===== src/id_defines.svh =====
// width and size macros for the decode stage, pulled in with `include wherever a macro is used
`ifndef ID_DEFINES_SVH
`define ID_DEFINES_SVH

// data path and pc width
`define ID_XLEN         64

// fetched instruction word
`define ID_INST_WD      32

// general-purpose register file
`define ID_GPR_ADDR_WD  5
`define ID_GPR_NUM      32

`endif

===== src/id_pkg.sv =====
// shared data and control types of the decode stage, imported with id_pkg::* in module headers
`include "id_defines.svh"

package id_pkg;

  typedef logic [`ID_XLEN-1:0]        xlen_t;
  typedef logic [`ID_INST_WD-1:0]     inst_t;
  typedef logic [`ID_GPR_ADDR_WD-1:0] gpr_addr_t;

  typedef enum logic [3:0] {
    alu_add, alu_sub, alu_sll, alu_slt, alu_sltu, alu_xor,
    alu_srl, alu_sra, alu_or, alu_and,
    alu_pass_b                                  // lui result
  } alu_op_t;

  typedef enum logic {src1_rs1, src1_pc} alu_src1_t;

  typedef enum logic [1:0] {src2_rs2, src2_imm, src2_four} alu_src2_t;

  typedef enum logic [2:0] {
    br_none, br_beq, br_bne, br_blt, br_bge, br_bltu, br_bgeu, br_jump
  } br_func_t;

  // values follow load/store funct3
  typedef enum logic [2:0] {
    mem_b = 3'd0, mem_h = 3'd1, mem_w = 3'd2, mem_d = 3'd3,
    mem_bu = 3'd4, mem_hu = 3'd5, mem_wu = 3'd6
  } mem_op_t;

endpackage


===== src/id_stage.sv =====
// decode stage top, holds the fetched instruction and hands decoded operands on to execute
module id_stage import id_pkg::*; (
  input  logic      i_clk,
  input  logic      i_rst_n,
  // fetch handshake
  input  logic      i_fs_to_ds_valid,
  input  inst_t     i_fs_inst,
  input  xlen_t     i_fs_pc,
  output logic      o_ds_allowin,
  // execute handshake
  input  logic      i_es_allowin,
  output logic      o_ds_to_es_valid,
  // register file write from writeback
  input  logic      i_rf_wen,
  input  gpr_addr_t i_rf_waddr,
  input  xlen_t     i_rf_wdata,
  // bypass
  input  gpr_addr_t i_es_rd,
  input  xlen_t     i_es_result,
  input  logic      i_es_load_sel,
  input  gpr_addr_t i_ms_rd,
  input  xlen_t     i_ms_result,
  input  gpr_addr_t i_ws_rd,
  input  xlen_t     i_ws_result,
  // to execute
  output xlen_t     o_es_rs1data,
  output xlen_t     o_es_rs2data,
  output xlen_t     o_es_imm,
  output xlen_t     o_es_pc,
  output alu_src1_t o_es_alu_src1,
  output alu_src2_t o_es_alu_src2,
  output alu_op_t   o_es_alu_op,
  output gpr_addr_t o_es_rd,
  output logic      o_es_gpr_wen,
  output logic      o_es_mem_ren,
  output logic      o_es_mem_wen,
  output mem_op_t   o_es_mem_op,
  output logic      o_es_load_sel,
  output logic      o_es_invalid,
  // redirect to fetch
  output logic      o_br_taken,
  output xlen_t     o_br_target,
  output logic      o_br_stall
);

  logic      ds_valid;
  logic      ds_ready_go;
  inst_t     ds_inst;
  gpr_addr_t rs1, rs2;
  logic      rs1_used, rs2_used;
  xlen_t     rf_rdata1, rf_rdata2;
  br_func_t  br_func;
  logic      load_stall;
  logic      br_taken;

  assign ds_ready_go      = !load_stall;
  assign o_ds_allowin     = !ds_valid || (ds_ready_go && i_es_allowin);
  assign o_ds_to_es_valid = ds_valid && ds_ready_go;

  always_ff @(posedge i_clk or negedge i_rst_n) begin
    if (!i_rst_n) begin
      ds_valid <= 1'b0;
    end else if (o_ds_allowin) begin
      ds_valid <= i_fs_to_ds_valid;
    end
  end

  always_ff @(posedge i_clk) begin
    if (i_fs_to_ds_valid && o_ds_allowin) begin
      ds_inst <= i_fs_inst;
      o_es_pc <= i_fs_pc;
    end
  end

  inst_decoder u_decoder (
    .i_inst (ds_inst), .o_rs1 (rs1), .o_rs2 (rs2), .o_rd (o_es_rd), .o_imm (o_es_imm),
    .o_rs1_used (rs1_used), .o_rs2_used (rs2_used),
    .o_alu_src1 (o_es_alu_src1), .o_alu_src2 (o_es_alu_src2), .o_alu_op (o_es_alu_op),
    .o_br_func (br_func), .o_gpr_wen (o_es_gpr_wen),
    .o_mem_ren (o_es_mem_ren), .o_mem_wen (o_es_mem_wen), .o_mem_op (o_es_mem_op),
    .o_load_sel (o_es_load_sel), .o_invalid (o_es_invalid)
  );

  gpr_file u_gprs (
    .i_clk (i_clk), .i_rst_n (i_rst_n),
    .i_raddr1 (rs1), .i_raddr2 (rs2), .o_rdata1 (rf_rdata1), .o_rdata2 (rf_rdata2),
    .i_wen (i_rf_wen), .i_waddr (i_rf_waddr), .i_wdata (i_rf_wdata)
  );

  operand_bypass u_bypass (
    .i_rs1 (rs1), .i_rs2 (rs2), .i_rs1_used (rs1_used), .i_rs2_used (rs2_used),
    .i_rf_rdata1 (rf_rdata1), .i_rf_rdata2 (rf_rdata2),
    .i_es_rd (i_es_rd), .i_es_result (i_es_result), .i_es_load_sel (i_es_load_sel),
    .i_ms_rd (i_ms_rd), .i_ms_result (i_ms_result),
    .i_ws_rd (i_ws_rd), .i_ws_result (i_ws_result),
    .o_rs1data (o_es_rs1data), .o_rs2data (o_es_rs2data), .o_load_stall (load_stall)
  );

  branch_unit u_bru (
    .i_br_func (br_func), .i_alu_src1 (o_es_alu_src1),
    .i_rs1data (o_es_rs1data), .i_rs2data (o_es_rs2data),
    .i_pc (o_es_pc), .i_imm (o_es_imm), .o_taken (br_taken), .o_target (o_br_target)
  );

  assign o_br_taken = ds_valid && br_taken;
  assign o_br_stall = o_br_taken && load_stall; // operands not final, fetch holds

  // a held instruction stays put until execute takes it
  assert property (@(posedge i_clk) disable iff (!i_rst_n)
                   ds_valid && !o_ds_allowin |=> ds_valid && $stable(ds_inst) && $stable(o_es_pc))
    else $error("decode: stage content changed while blocked");

endmodule


===== src/branch_unit.sv =====
// branch compare and redirect target for branches, jal and jalr
module branch_unit import id_pkg::*; (
  input  br_func_t  i_br_func,
  input  alu_src1_t i_alu_src1,
  input  xlen_t     i_rs1data,
  input  xlen_t     i_rs2data,
  input  xlen_t     i_pc,
  input  xlen_t     i_imm,
  output logic      o_taken,
  output xlen_t     o_target
);

  logic  eq;
  logic  lt_s;
  logic  lt_u;
  logic  is_jalr;
  xlen_t jalr_sum;

  assign eq   = (i_rs1data == i_rs2data);
  assign lt_s = ($signed(i_rs1data) < $signed(i_rs2data));
  assign lt_u = (i_rs1data < i_rs2data);

  always_comb begin
    case (i_br_func)
      br_beq:  o_taken = eq;
      br_bne:  o_taken = !eq;
      br_blt:  o_taken = lt_s;
      br_bge:  o_taken = !lt_s;
      br_bltu: o_taken = lt_u;
      br_bgeu: o_taken = !lt_u;
      br_jump: o_taken = 1'b1;
      default: o_taken = 1'b0;
    endcase
  end

  // jal uses pc as src1, jalr uses rs1
  assign is_jalr  = (i_br_func == br_jump) && (i_alu_src1 == src1_rs1);
  assign jalr_sum = i_rs1data + i_imm;
  assign o_target = is_jalr ? {jalr_sum[$bits(xlen_t)-1:1], 1'b0} : i_pc + i_imm;

endmodule


===== src/operand_bypass.sv =====
// operand forwarding from execute, memory and writeback, plus load-use stall detection
module operand_bypass import id_pkg::*; (
  input  gpr_addr_t i_rs1,
  input  gpr_addr_t i_rs2,
  input  logic      i_rs1_used,
  input  logic      i_rs2_used,
  input  xlen_t     i_rf_rdata1,
  input  xlen_t     i_rf_rdata2,
  // execute
  input  gpr_addr_t i_es_rd,
  input  xlen_t     i_es_result,
  input  logic      i_es_load_sel,
  // memory
  input  gpr_addr_t i_ms_rd,
  input  xlen_t     i_ms_result,
  // writeback
  input  gpr_addr_t i_ws_rd,
  input  xlen_t     i_ws_result,
  output xlen_t     o_rs1data,
  output xlen_t     o_rs2data,
  output logic      o_load_stall
);

  // youngest producer wins, rd of zero never matches
  function automatic xlen_t pick(gpr_addr_t rs, xlen_t rf_data);
    if (i_es_rd != '0 && rs == i_es_rd) return i_es_result;
    if (i_ms_rd != '0 && rs == i_ms_rd) return i_ms_result;
    if (i_ws_rd != '0 && rs == i_ws_rd) return i_ws_result;
    return rf_data;
  endfunction

  logic rs1_hit_es;
  logic rs2_hit_es;

  assign o_rs1data = pick(i_rs1, i_rf_rdata1);
  assign o_rs2data = pick(i_rs2, i_rf_rdata2);

  assign rs1_hit_es = i_rs1_used && (i_rs1 == i_es_rd);
  assign rs2_hit_es = i_rs2_used && (i_rs2 == i_es_rd);

  // load data only exists from mem on, so the forwarded es result is not usable yet
  assign o_load_stall = i_es_load_sel && (i_es_rd != '0) && (rs1_hit_es || rs2_hit_es);

  // a stall only ever holds back an operand taken from execute
  always_comb begin
    assert (!o_load_stall || (rs1_hit_es && o_rs1data == i_es_result)
            || (rs2_hit_es && o_rs2data == i_es_result))
      else $error("bypass: load stall without an operand forwarded from execute");
  end

endmodule


===== src/gpr_file.sv =====
// 32 x 64-bit general-purpose register file, two combinational reads and one write at the edge
`include "id_defines.svh"

module gpr_file import id_pkg::*; (
  input  logic      i_clk,
  input  logic      i_rst_n,
  // read ports
  input  gpr_addr_t i_raddr1,
  input  gpr_addr_t i_raddr2,
  output xlen_t     o_rdata1,
  output xlen_t     o_rdata2,
  // write port from writeback
  input  logic      i_wen,
  input  gpr_addr_t i_waddr,
  input  xlen_t     i_wdata
);

  xlen_t regs [`ID_GPR_NUM];

  always_ff @(posedge i_clk or negedge i_rst_n) begin
    if (!i_rst_n) begin
      for (int i = 0; i < `ID_GPR_NUM; i++) begin
        regs[i] <= '0;
      end
    end else if (i_wen && i_waddr != '0) begin // x0 stays zero
      regs[i_waddr] <= i_wdata;
    end
  end

  // no write-through, a same-cycle write shows up after the edge
  assign o_rdata1 = (i_raddr1 == '0) ? '0 : regs[i_raddr1];
  assign o_rdata2 = (i_raddr2 == '0) ? '0 : regs[i_raddr2];

endmodule


===== src/inst_decoder.sv =====
// combinational RV64I decoder, turns one instruction into register indexes, immediate and controls
module inst_decoder import id_pkg::*; (
  input  inst_t     i_inst,
  output gpr_addr_t o_rs1,
  output gpr_addr_t o_rs2,
  output gpr_addr_t o_rd,
  output xlen_t     o_imm,
  output logic      o_rs1_used,
  output logic      o_rs2_used,
  output alu_src1_t o_alu_src1,
  output alu_src2_t o_alu_src2,
  output alu_op_t   o_alu_op,
  output br_func_t  o_br_func,
  output logic      o_gpr_wen,
  output logic      o_mem_ren,
  output logic      o_mem_wen,
  output mem_op_t   o_mem_op,
  output logic      o_load_sel,
  output logic      o_invalid
);

  localparam logic [6:0] op_lui    = 7'b0110111;
  localparam logic [6:0] op_auipc  = 7'b0010111;
  localparam logic [6:0] op_jal    = 7'b1101111;
  localparam logic [6:0] op_jalr   = 7'b1100111;
  localparam logic [6:0] op_branch = 7'b1100011;
  localparam logic [6:0] op_load   = 7'b0000011;
  localparam logic [6:0] op_store  = 7'b0100011;
  localparam logic [6:0] op_imm    = 7'b0010011;
  localparam logic [6:0] op_reg    = 7'b0110011;

  logic [6:0] opcode;
  logic [2:0] funct3;
  logic [6:0] funct7;
  xlen_t      imm_i, imm_s, imm_b, imm_u, imm_j;

  assign opcode = i_inst[6:0];
  assign funct3 = i_inst[14:12];
  assign funct7 = i_inst[31:25];
  assign o_rs1  = i_inst[19:15];
  assign o_rs2  = i_inst[24:20];
  assign o_rd   = i_inst[11:7];

  // sign extended by the size casts
  assign imm_i = xlen_t'($signed(i_inst[31:20]));
  assign imm_s = xlen_t'($signed({i_inst[31:25], i_inst[11:7]}));
  assign imm_b = xlen_t'($signed({i_inst[31], i_inst[7], i_inst[30:25], i_inst[11:8], 1'b0}));
  assign imm_u = xlen_t'($signed({i_inst[31:12], 12'b0}));
  assign imm_j = xlen_t'($signed({i_inst[31], i_inst[19:12], i_inst[20], i_inst[30:21], 1'b0}));

  // shared by op-imm and op; alt picks sub / sra
  function automatic alu_op_t alu_op_of(logic [2:0] f3, logic alt);
    case (f3)
      3'b000:  return alt ? alu_sub : alu_add;
      3'b001:  return alu_sll;
      3'b010:  return alu_slt;
      3'b011:  return alu_sltu;
      3'b100:  return alu_xor;
      3'b101:  return alt ? alu_sra : alu_srl;
      3'b110:  return alu_or;
      default: return alu_and;
    endcase
  endfunction

  always_comb begin
    o_imm = '0; o_rs1_used = 1'b0; o_rs2_used = 1'b0;
    o_alu_src1 = src1_rs1;
    o_alu_src2 = src2_rs2;
    o_alu_op = alu_add;
    o_br_func = br_none;
    o_gpr_wen = 1'b0; o_mem_ren = 1'b0; o_mem_wen = 1'b0;
    o_mem_op = mem_op_t'(funct3 & 3'b011); // width only, stores reuse it
    o_invalid = 1'b0;
    case (opcode)
      op_lui: begin
        o_imm = imm_u; o_alu_src2 = src2_imm; o_alu_op = alu_pass_b; o_gpr_wen = 1'b1;
      end
      op_auipc: begin
        o_imm = imm_u; o_alu_src1 = src1_pc; o_alu_src2 = src2_imm; o_gpr_wen = 1'b1;
      end
      op_jal: begin
        o_imm = imm_j; o_alu_src1 = src1_pc; o_alu_src2 = src2_four;
        o_br_func = br_jump; o_gpr_wen = 1'b1;
      end
      op_jalr: begin // src1 = rs1 marks jalr for the branch unit, link is pc + 4 in execute
        o_imm = imm_i; o_rs1_used = 1'b1; o_alu_src2 = src2_four;
        o_br_func = br_jump; o_gpr_wen = 1'b1;
        o_invalid = (funct3 != 3'b000);
      end
      op_branch: begin
        o_imm = imm_b; o_rs1_used = 1'b1; o_rs2_used = 1'b1; o_alu_op = alu_sub;
        case (funct3)
          3'b000:  o_br_func = br_beq;
          3'b001:  o_br_func = br_bne;
          3'b100:  o_br_func = br_blt;
          3'b101:  o_br_func = br_bge;
          3'b110:  o_br_func = br_bltu;
          3'b111:  o_br_func = br_bgeu;
          default: o_invalid = 1'b1;
        endcase
      end
      op_load: begin
        o_imm = imm_i; o_rs1_used = 1'b1; o_alu_src2 = src2_imm;
        o_gpr_wen = 1'b1; o_mem_ren = 1'b1;
        o_mem_op = mem_op_t'(funct3);
        o_invalid = (funct3 == 3'b111);
      end
      op_store: begin
        o_imm = imm_s; o_rs1_used = 1'b1; o_rs2_used = 1'b1; o_alu_src2 = src2_imm;
        o_mem_wen = 1'b1;
        o_invalid = funct3[2];             // sb..sd only
      end
      op_imm: begin
        o_imm = imm_i; o_rs1_used = 1'b1; o_alu_src2 = src2_imm; o_gpr_wen = 1'b1;
        o_alu_op = alu_op_of(funct3, funct3 == 3'b101 && i_inst[30]);
        // 6-bit shamt, upper bits fixed
        if (funct3 == 3'b001) o_invalid = (i_inst[31:26] != 6'b0);
        if (funct3 == 3'b101) o_invalid = ({i_inst[31], i_inst[29:26]} != 5'b0);
      end
      op_reg: begin
        o_rs1_used = 1'b1; o_rs2_used = 1'b1; o_gpr_wen = 1'b1;
        if (funct7 == 7'b0000000) o_alu_op = alu_op_of(funct3, 1'b0);
        else if (funct7 == 7'b0100000 && (funct3 == 3'b000 || funct3 == 3'b101))
          o_alu_op = alu_op_of(funct3, 1'b1);
        else o_invalid = 1'b1;
      end
      default: o_invalid = 1'b1;
    endcase
    if (o_invalid) begin
      o_gpr_wen = 1'b0; o_mem_ren = 1'b0; o_mem_wen = 1'b0;
      o_br_func = br_none; o_rs1_used = 1'b0; o_rs2_used = 1'b0;
    end
    o_load_sel = o_mem_ren;
    assert (!(o_mem_ren && o_mem_wen)) else $error("decoder: load and store enabled together");
  end

endmodule


===== config.mk =====
export PLATFORM = sky130hd
export DESIGN_NAME = id_stage
export DESIGN_NICKNAME = d
export VERILOG_FILES = /design/src/id_pkg.sv /design/src/id_stage.sv /design/src/branch_unit.sv /design/src/operand_bypass.sv /design/src/gpr_file.sv /design/src/inst_decoder.sv
export VERILOG_INCLUDE_DIRS = /design/src /design/src/src
export SDC_FILE = /design/constraint.sdc
export NUM_CORES = 2
export LEC_CHECK = 0
export BUFFER_PORTS_ARGS = -buffer_cell sky130_fd_sc_hd__buf_2
export CAP_MARGIN = 10
export CORE_MARGIN = 2
export CORE_UTILIZATION = 62
export CTS_CLUSTER_SIZE = 28
export DETAILED_ROUTE_END_ITERATION = 16
export HOLD_SLACK_MARGIN = 0.02
export PLACE_DENSITY = 0.85
export SYNTH_ARGS = -nofsm -noshare
export SYNTH_HDL_FRONTEND = slang
export SYNTH_HIERARCHICAL = 1
export SYNTH_SLANG_ARGS = --single-unit

===== constraint.sdc =====
create_clock -name i_clk -period 21.1 [get_ports i_clk]
set_input_delay 1.055 -clock i_clk [delete_from_list [all_inputs] [get_ports i_clk]]
set_output_delay 1.055 -clock i_clk [all_outputs]
set_load 0.005 [all_outputs]

==> metrics <==
outcome=complete, no violations; Ys Warns=6; Post-DRT Antenna Nets=0; Clk pwr share=31.6%; worst vdd rail ir drop=81.55 uV; Initial Util=62.20%; root buffer cell=clkbuf_16; syn_nets=10.09k; P_leak=62.06 nW; Final Hold Violating Endpoints=0; Sequential Power Share=43.1%; Vias=95.91k; H-tree depth=4; I/O pins=722; CTS Hold Bufs=0; skew final=43.21 ps; Crit path required time=20050 ps; post-CTS resize count=0; switching share of total power=30.85%; fraction of layout cells with a size suffix above 1=44.63%; Slew Viols, Final=0; DP HPWL=307900 um; max-cap viol count=0; clock-pin slew on the worst setup and hold paths=60 ps; TritonRoute pass-1 iters=8; grt total ovfl=0; Crit Path Max Fanout=96; clock sinks=2145; initial antenna violation count=81; Core ar.=204000 um2; chip height=456.3 um; drc violations=0; first-pass GRT wire length=693200 um; Post-synth ARST share=95.52%; critical path arrival=10630 ps; cts bufs inserted=215; post-detailed-route wirelength per cell=38.84 um; CTS tree=yes; setup_tns=0 ps; unrepaired setup endpoints after global routing=no; Period minus WS final=11690 ps; Hold Path Class=in2async; r2r setup slk=16150 ps; maximum clock rate=0.08556 GHz; Port Buffers=721; Psw=3.958 mW; number of flops mapped to enable cells by yosys=96; cells on worst reg2reg path=9; Std-Cell Rows=166; Skew-Pair Late Insertion Delay=910 ps; Max clock buf depth=3; crit path capture type=primary output; placer congestion estimate=1.073; Most used DFF post-synth=dfrtp_1; DIE WIDTH=456.3 um; Layout Utilization=67.93%; Period Utilization, post-route=55.39%; Yosys reg bits=2145; Startpoint Class=flip-flop; combinational share of power=25.2%; R2R Path Start=ds_inst[17]; Seq/Total Area, Yosys=42.69%; worst-margin pin slew=1418 ps; Synth Cell Area=126900 um2; vias in the first global route=97.09k; GRT Overall Usage=46.13%; Mapped Cells=9517; distinct cell type count after synthesis=100; reg2reg end=o_es_pc[15]; Int Pwr=8.871 mW; area delta synth->final=9.221%; Nets=10.18k; largest net degree at the start of global routing=184; Avg Inst Size Synth=13.33 um2; # setup viols final=0; setup bufs post-CTS=0; routed vias/inst=7.652; WS Path Type=reg2out; Initial DRC Count=14.58k; Slew headroom=5.482%; DIE AREA=208200 um2; PD cells=92.59 nW/um2; final WL=486800 um
-- synthesized netlist by cell type, drive strengths merged, types with 42 or more instances --
cell type / number / area, um2
a22o: 94 / 823.3
o221ai: 109 / 972.2
and3: 61 / 382.9
a211o: 91 / 797.0
o221a: 129 / 1453
mux4: 958 / 21580
inv: 244 / 915.9
a21oi: 227 / 1147
mux2: 2039 / 22960
xnor2: 79 / 691.9
xor2: 72 / 630.6
edfxtp: 96 / 2883
o21ai: 403 / 2017
mux2i: 375 / 3754
ha: 189 / 2365
dfrtp: 2049 / 51270
clkbuf: 617 / 2346
a21o: 125 / 938.4
nand2: 402 / 1509
nor2: 146 / 548.0
a2bb2oi: 42 / 367.9
nand4: 67 / 431.7
buf: 423 / 2486
-- worst max-delay path by stage --
stage / from / end / slack, ps
after CTS: ds_inst[15] / o_br_target[57] / 9760
after detailed placement: ds_inst[15] / o_br_target[57] / 10760
after global placement: ds_inst[15] / o_br_target[57] / 10800
after floorplan: i_es_rd[1] / ds_inst[0] / 14070
final: ds_inst[16] / o_br_target[57] / 9410
after global routing: ds_inst[15] / o_br_target[57] / 9290
-- cells by family (layout without fill, tap and decap cells) --
| kind of cell | after synthesis | count (layout) | synth area share, % |
|---|---|---|---|
| multiplexers | 3372 | 3372 | 38.07 |
| XOR/XNOR | 151 | 151 | 1.043 |
| other | 0 | 48 | 0 |
| AND/OR/NAND/NOR | 908 | 908 | 3.446 |
| adder cells (fa/ha/maj) | 191 | 191 | 1.896 |
| flip-flops | 2145 | 2145 | 42.69 |
| AO/OA/AOI/OAI | 1465 | 1465 | 8.323 |
| buffers and inverters | 1285 | 1566 | 4.534 |
-- layout by cell type, fill, tap and decap left out, types with 96 or more instances in the layout --
cell / instances
buf_4: 177
ha_1: 189
o21ai_1: 170
clkbuf_16: 218
o221ai_1: 108
o221a_1: 121
dfrtp_1: 2049
a21oi_1: 226
buf_2: 720
edfxtp_1: 96
inv_1: 243
mux2_2: 2039
mux2i_1: 375
nor2_1: 132
mux4_2: 958
nand2_1: 387
o21ai_0: 233
a21o_1: 125
-- flip-flops by register name (all words and copies together) (netlist names) --
register     cells
ds_valid         1
u_gprs/regs   2048
ds_inst         32
o_es_pc         64
-- metrics by stage --
| stage | total power, mW | worst slack [ps] | cell area (um2) | cells | hold slack [ps] |
|---|---|---|---|---|---|
| after CTS | 12.69 | 9764 | 138400 | 12490 | 270.0 |
| after detailed placement | 8.643 | 10760 | 130900 | 12080 | 363.5 |
| final | 12.83 | 9412 | 138600 | 12530 | 244.5 |
| after floorplan | 7.506 | 14070 | 126900 | 9517 | 424.6 |
| after global placement | 8.436 | 10800 | 130900 | 12080 | 360.7 |
| after global routing | 13.19 | 9292 | 138500 | 12520 | 324.1 |
-- critical path, cell delays in order, from the launching register on --
cell and delay, ps:
edfxtp_1 380, buf_12 450, buf_4 810, buf_4 820, buf_4 650, mux4_2 330, mux2_2 160, nand2_1 70
a222oi_1 850, inv_1 150, o221a_1 250, o21ai_1 430, ha_1 370, nand4_1 300, nor4_1 480, nand4b_1 350
a21oi_1 600, nor3_1 280, o31ai_2 500, a31oi_1 270, o31ai_1 310, xnor2_1 140, mux2i_1 240, buf_2 170
-- layout make-up --
class / instances / area [um2]
multi-input cells: 6087 / 67290
repair buffers: 912 / 5220
diodes: 48 / 120.1
fillers: 13510 / 65410
clock inverters: 107 / 1304
inverters: 245 / 922.1
well taps: 2688 / 3363
clock buffers: 302 / 6181
flip-flops and latches: 2145 / 54160
-- routing by layer --
metal	track usage, %	wire [um]	vias up
met5	0	298	-
met2	67.57	214200	7879
met1	55.08	159400	49090
met3	15.81	64750	2308
li1	-	-	36580
met4	38.70	48160	50
-- power by group through the flow --
stage | Sequential [mW] | Combinational [mW] | Clock, mW
2_1_floorplan | 5.31 | 2.19 | 0
3_3_place_gp | 5.43 | 3.01 | 0
3_5_place_dp | 5.53 | 3.11 | 0
4_1_cts | 5.48 | 3.15 | 4.06
5_1_grt | 5.59 | 3.37 | 4.22
6_report | 5.54 | 3.24 | 4.06
No activity file was read; power rests on OpenSTA's default activity.
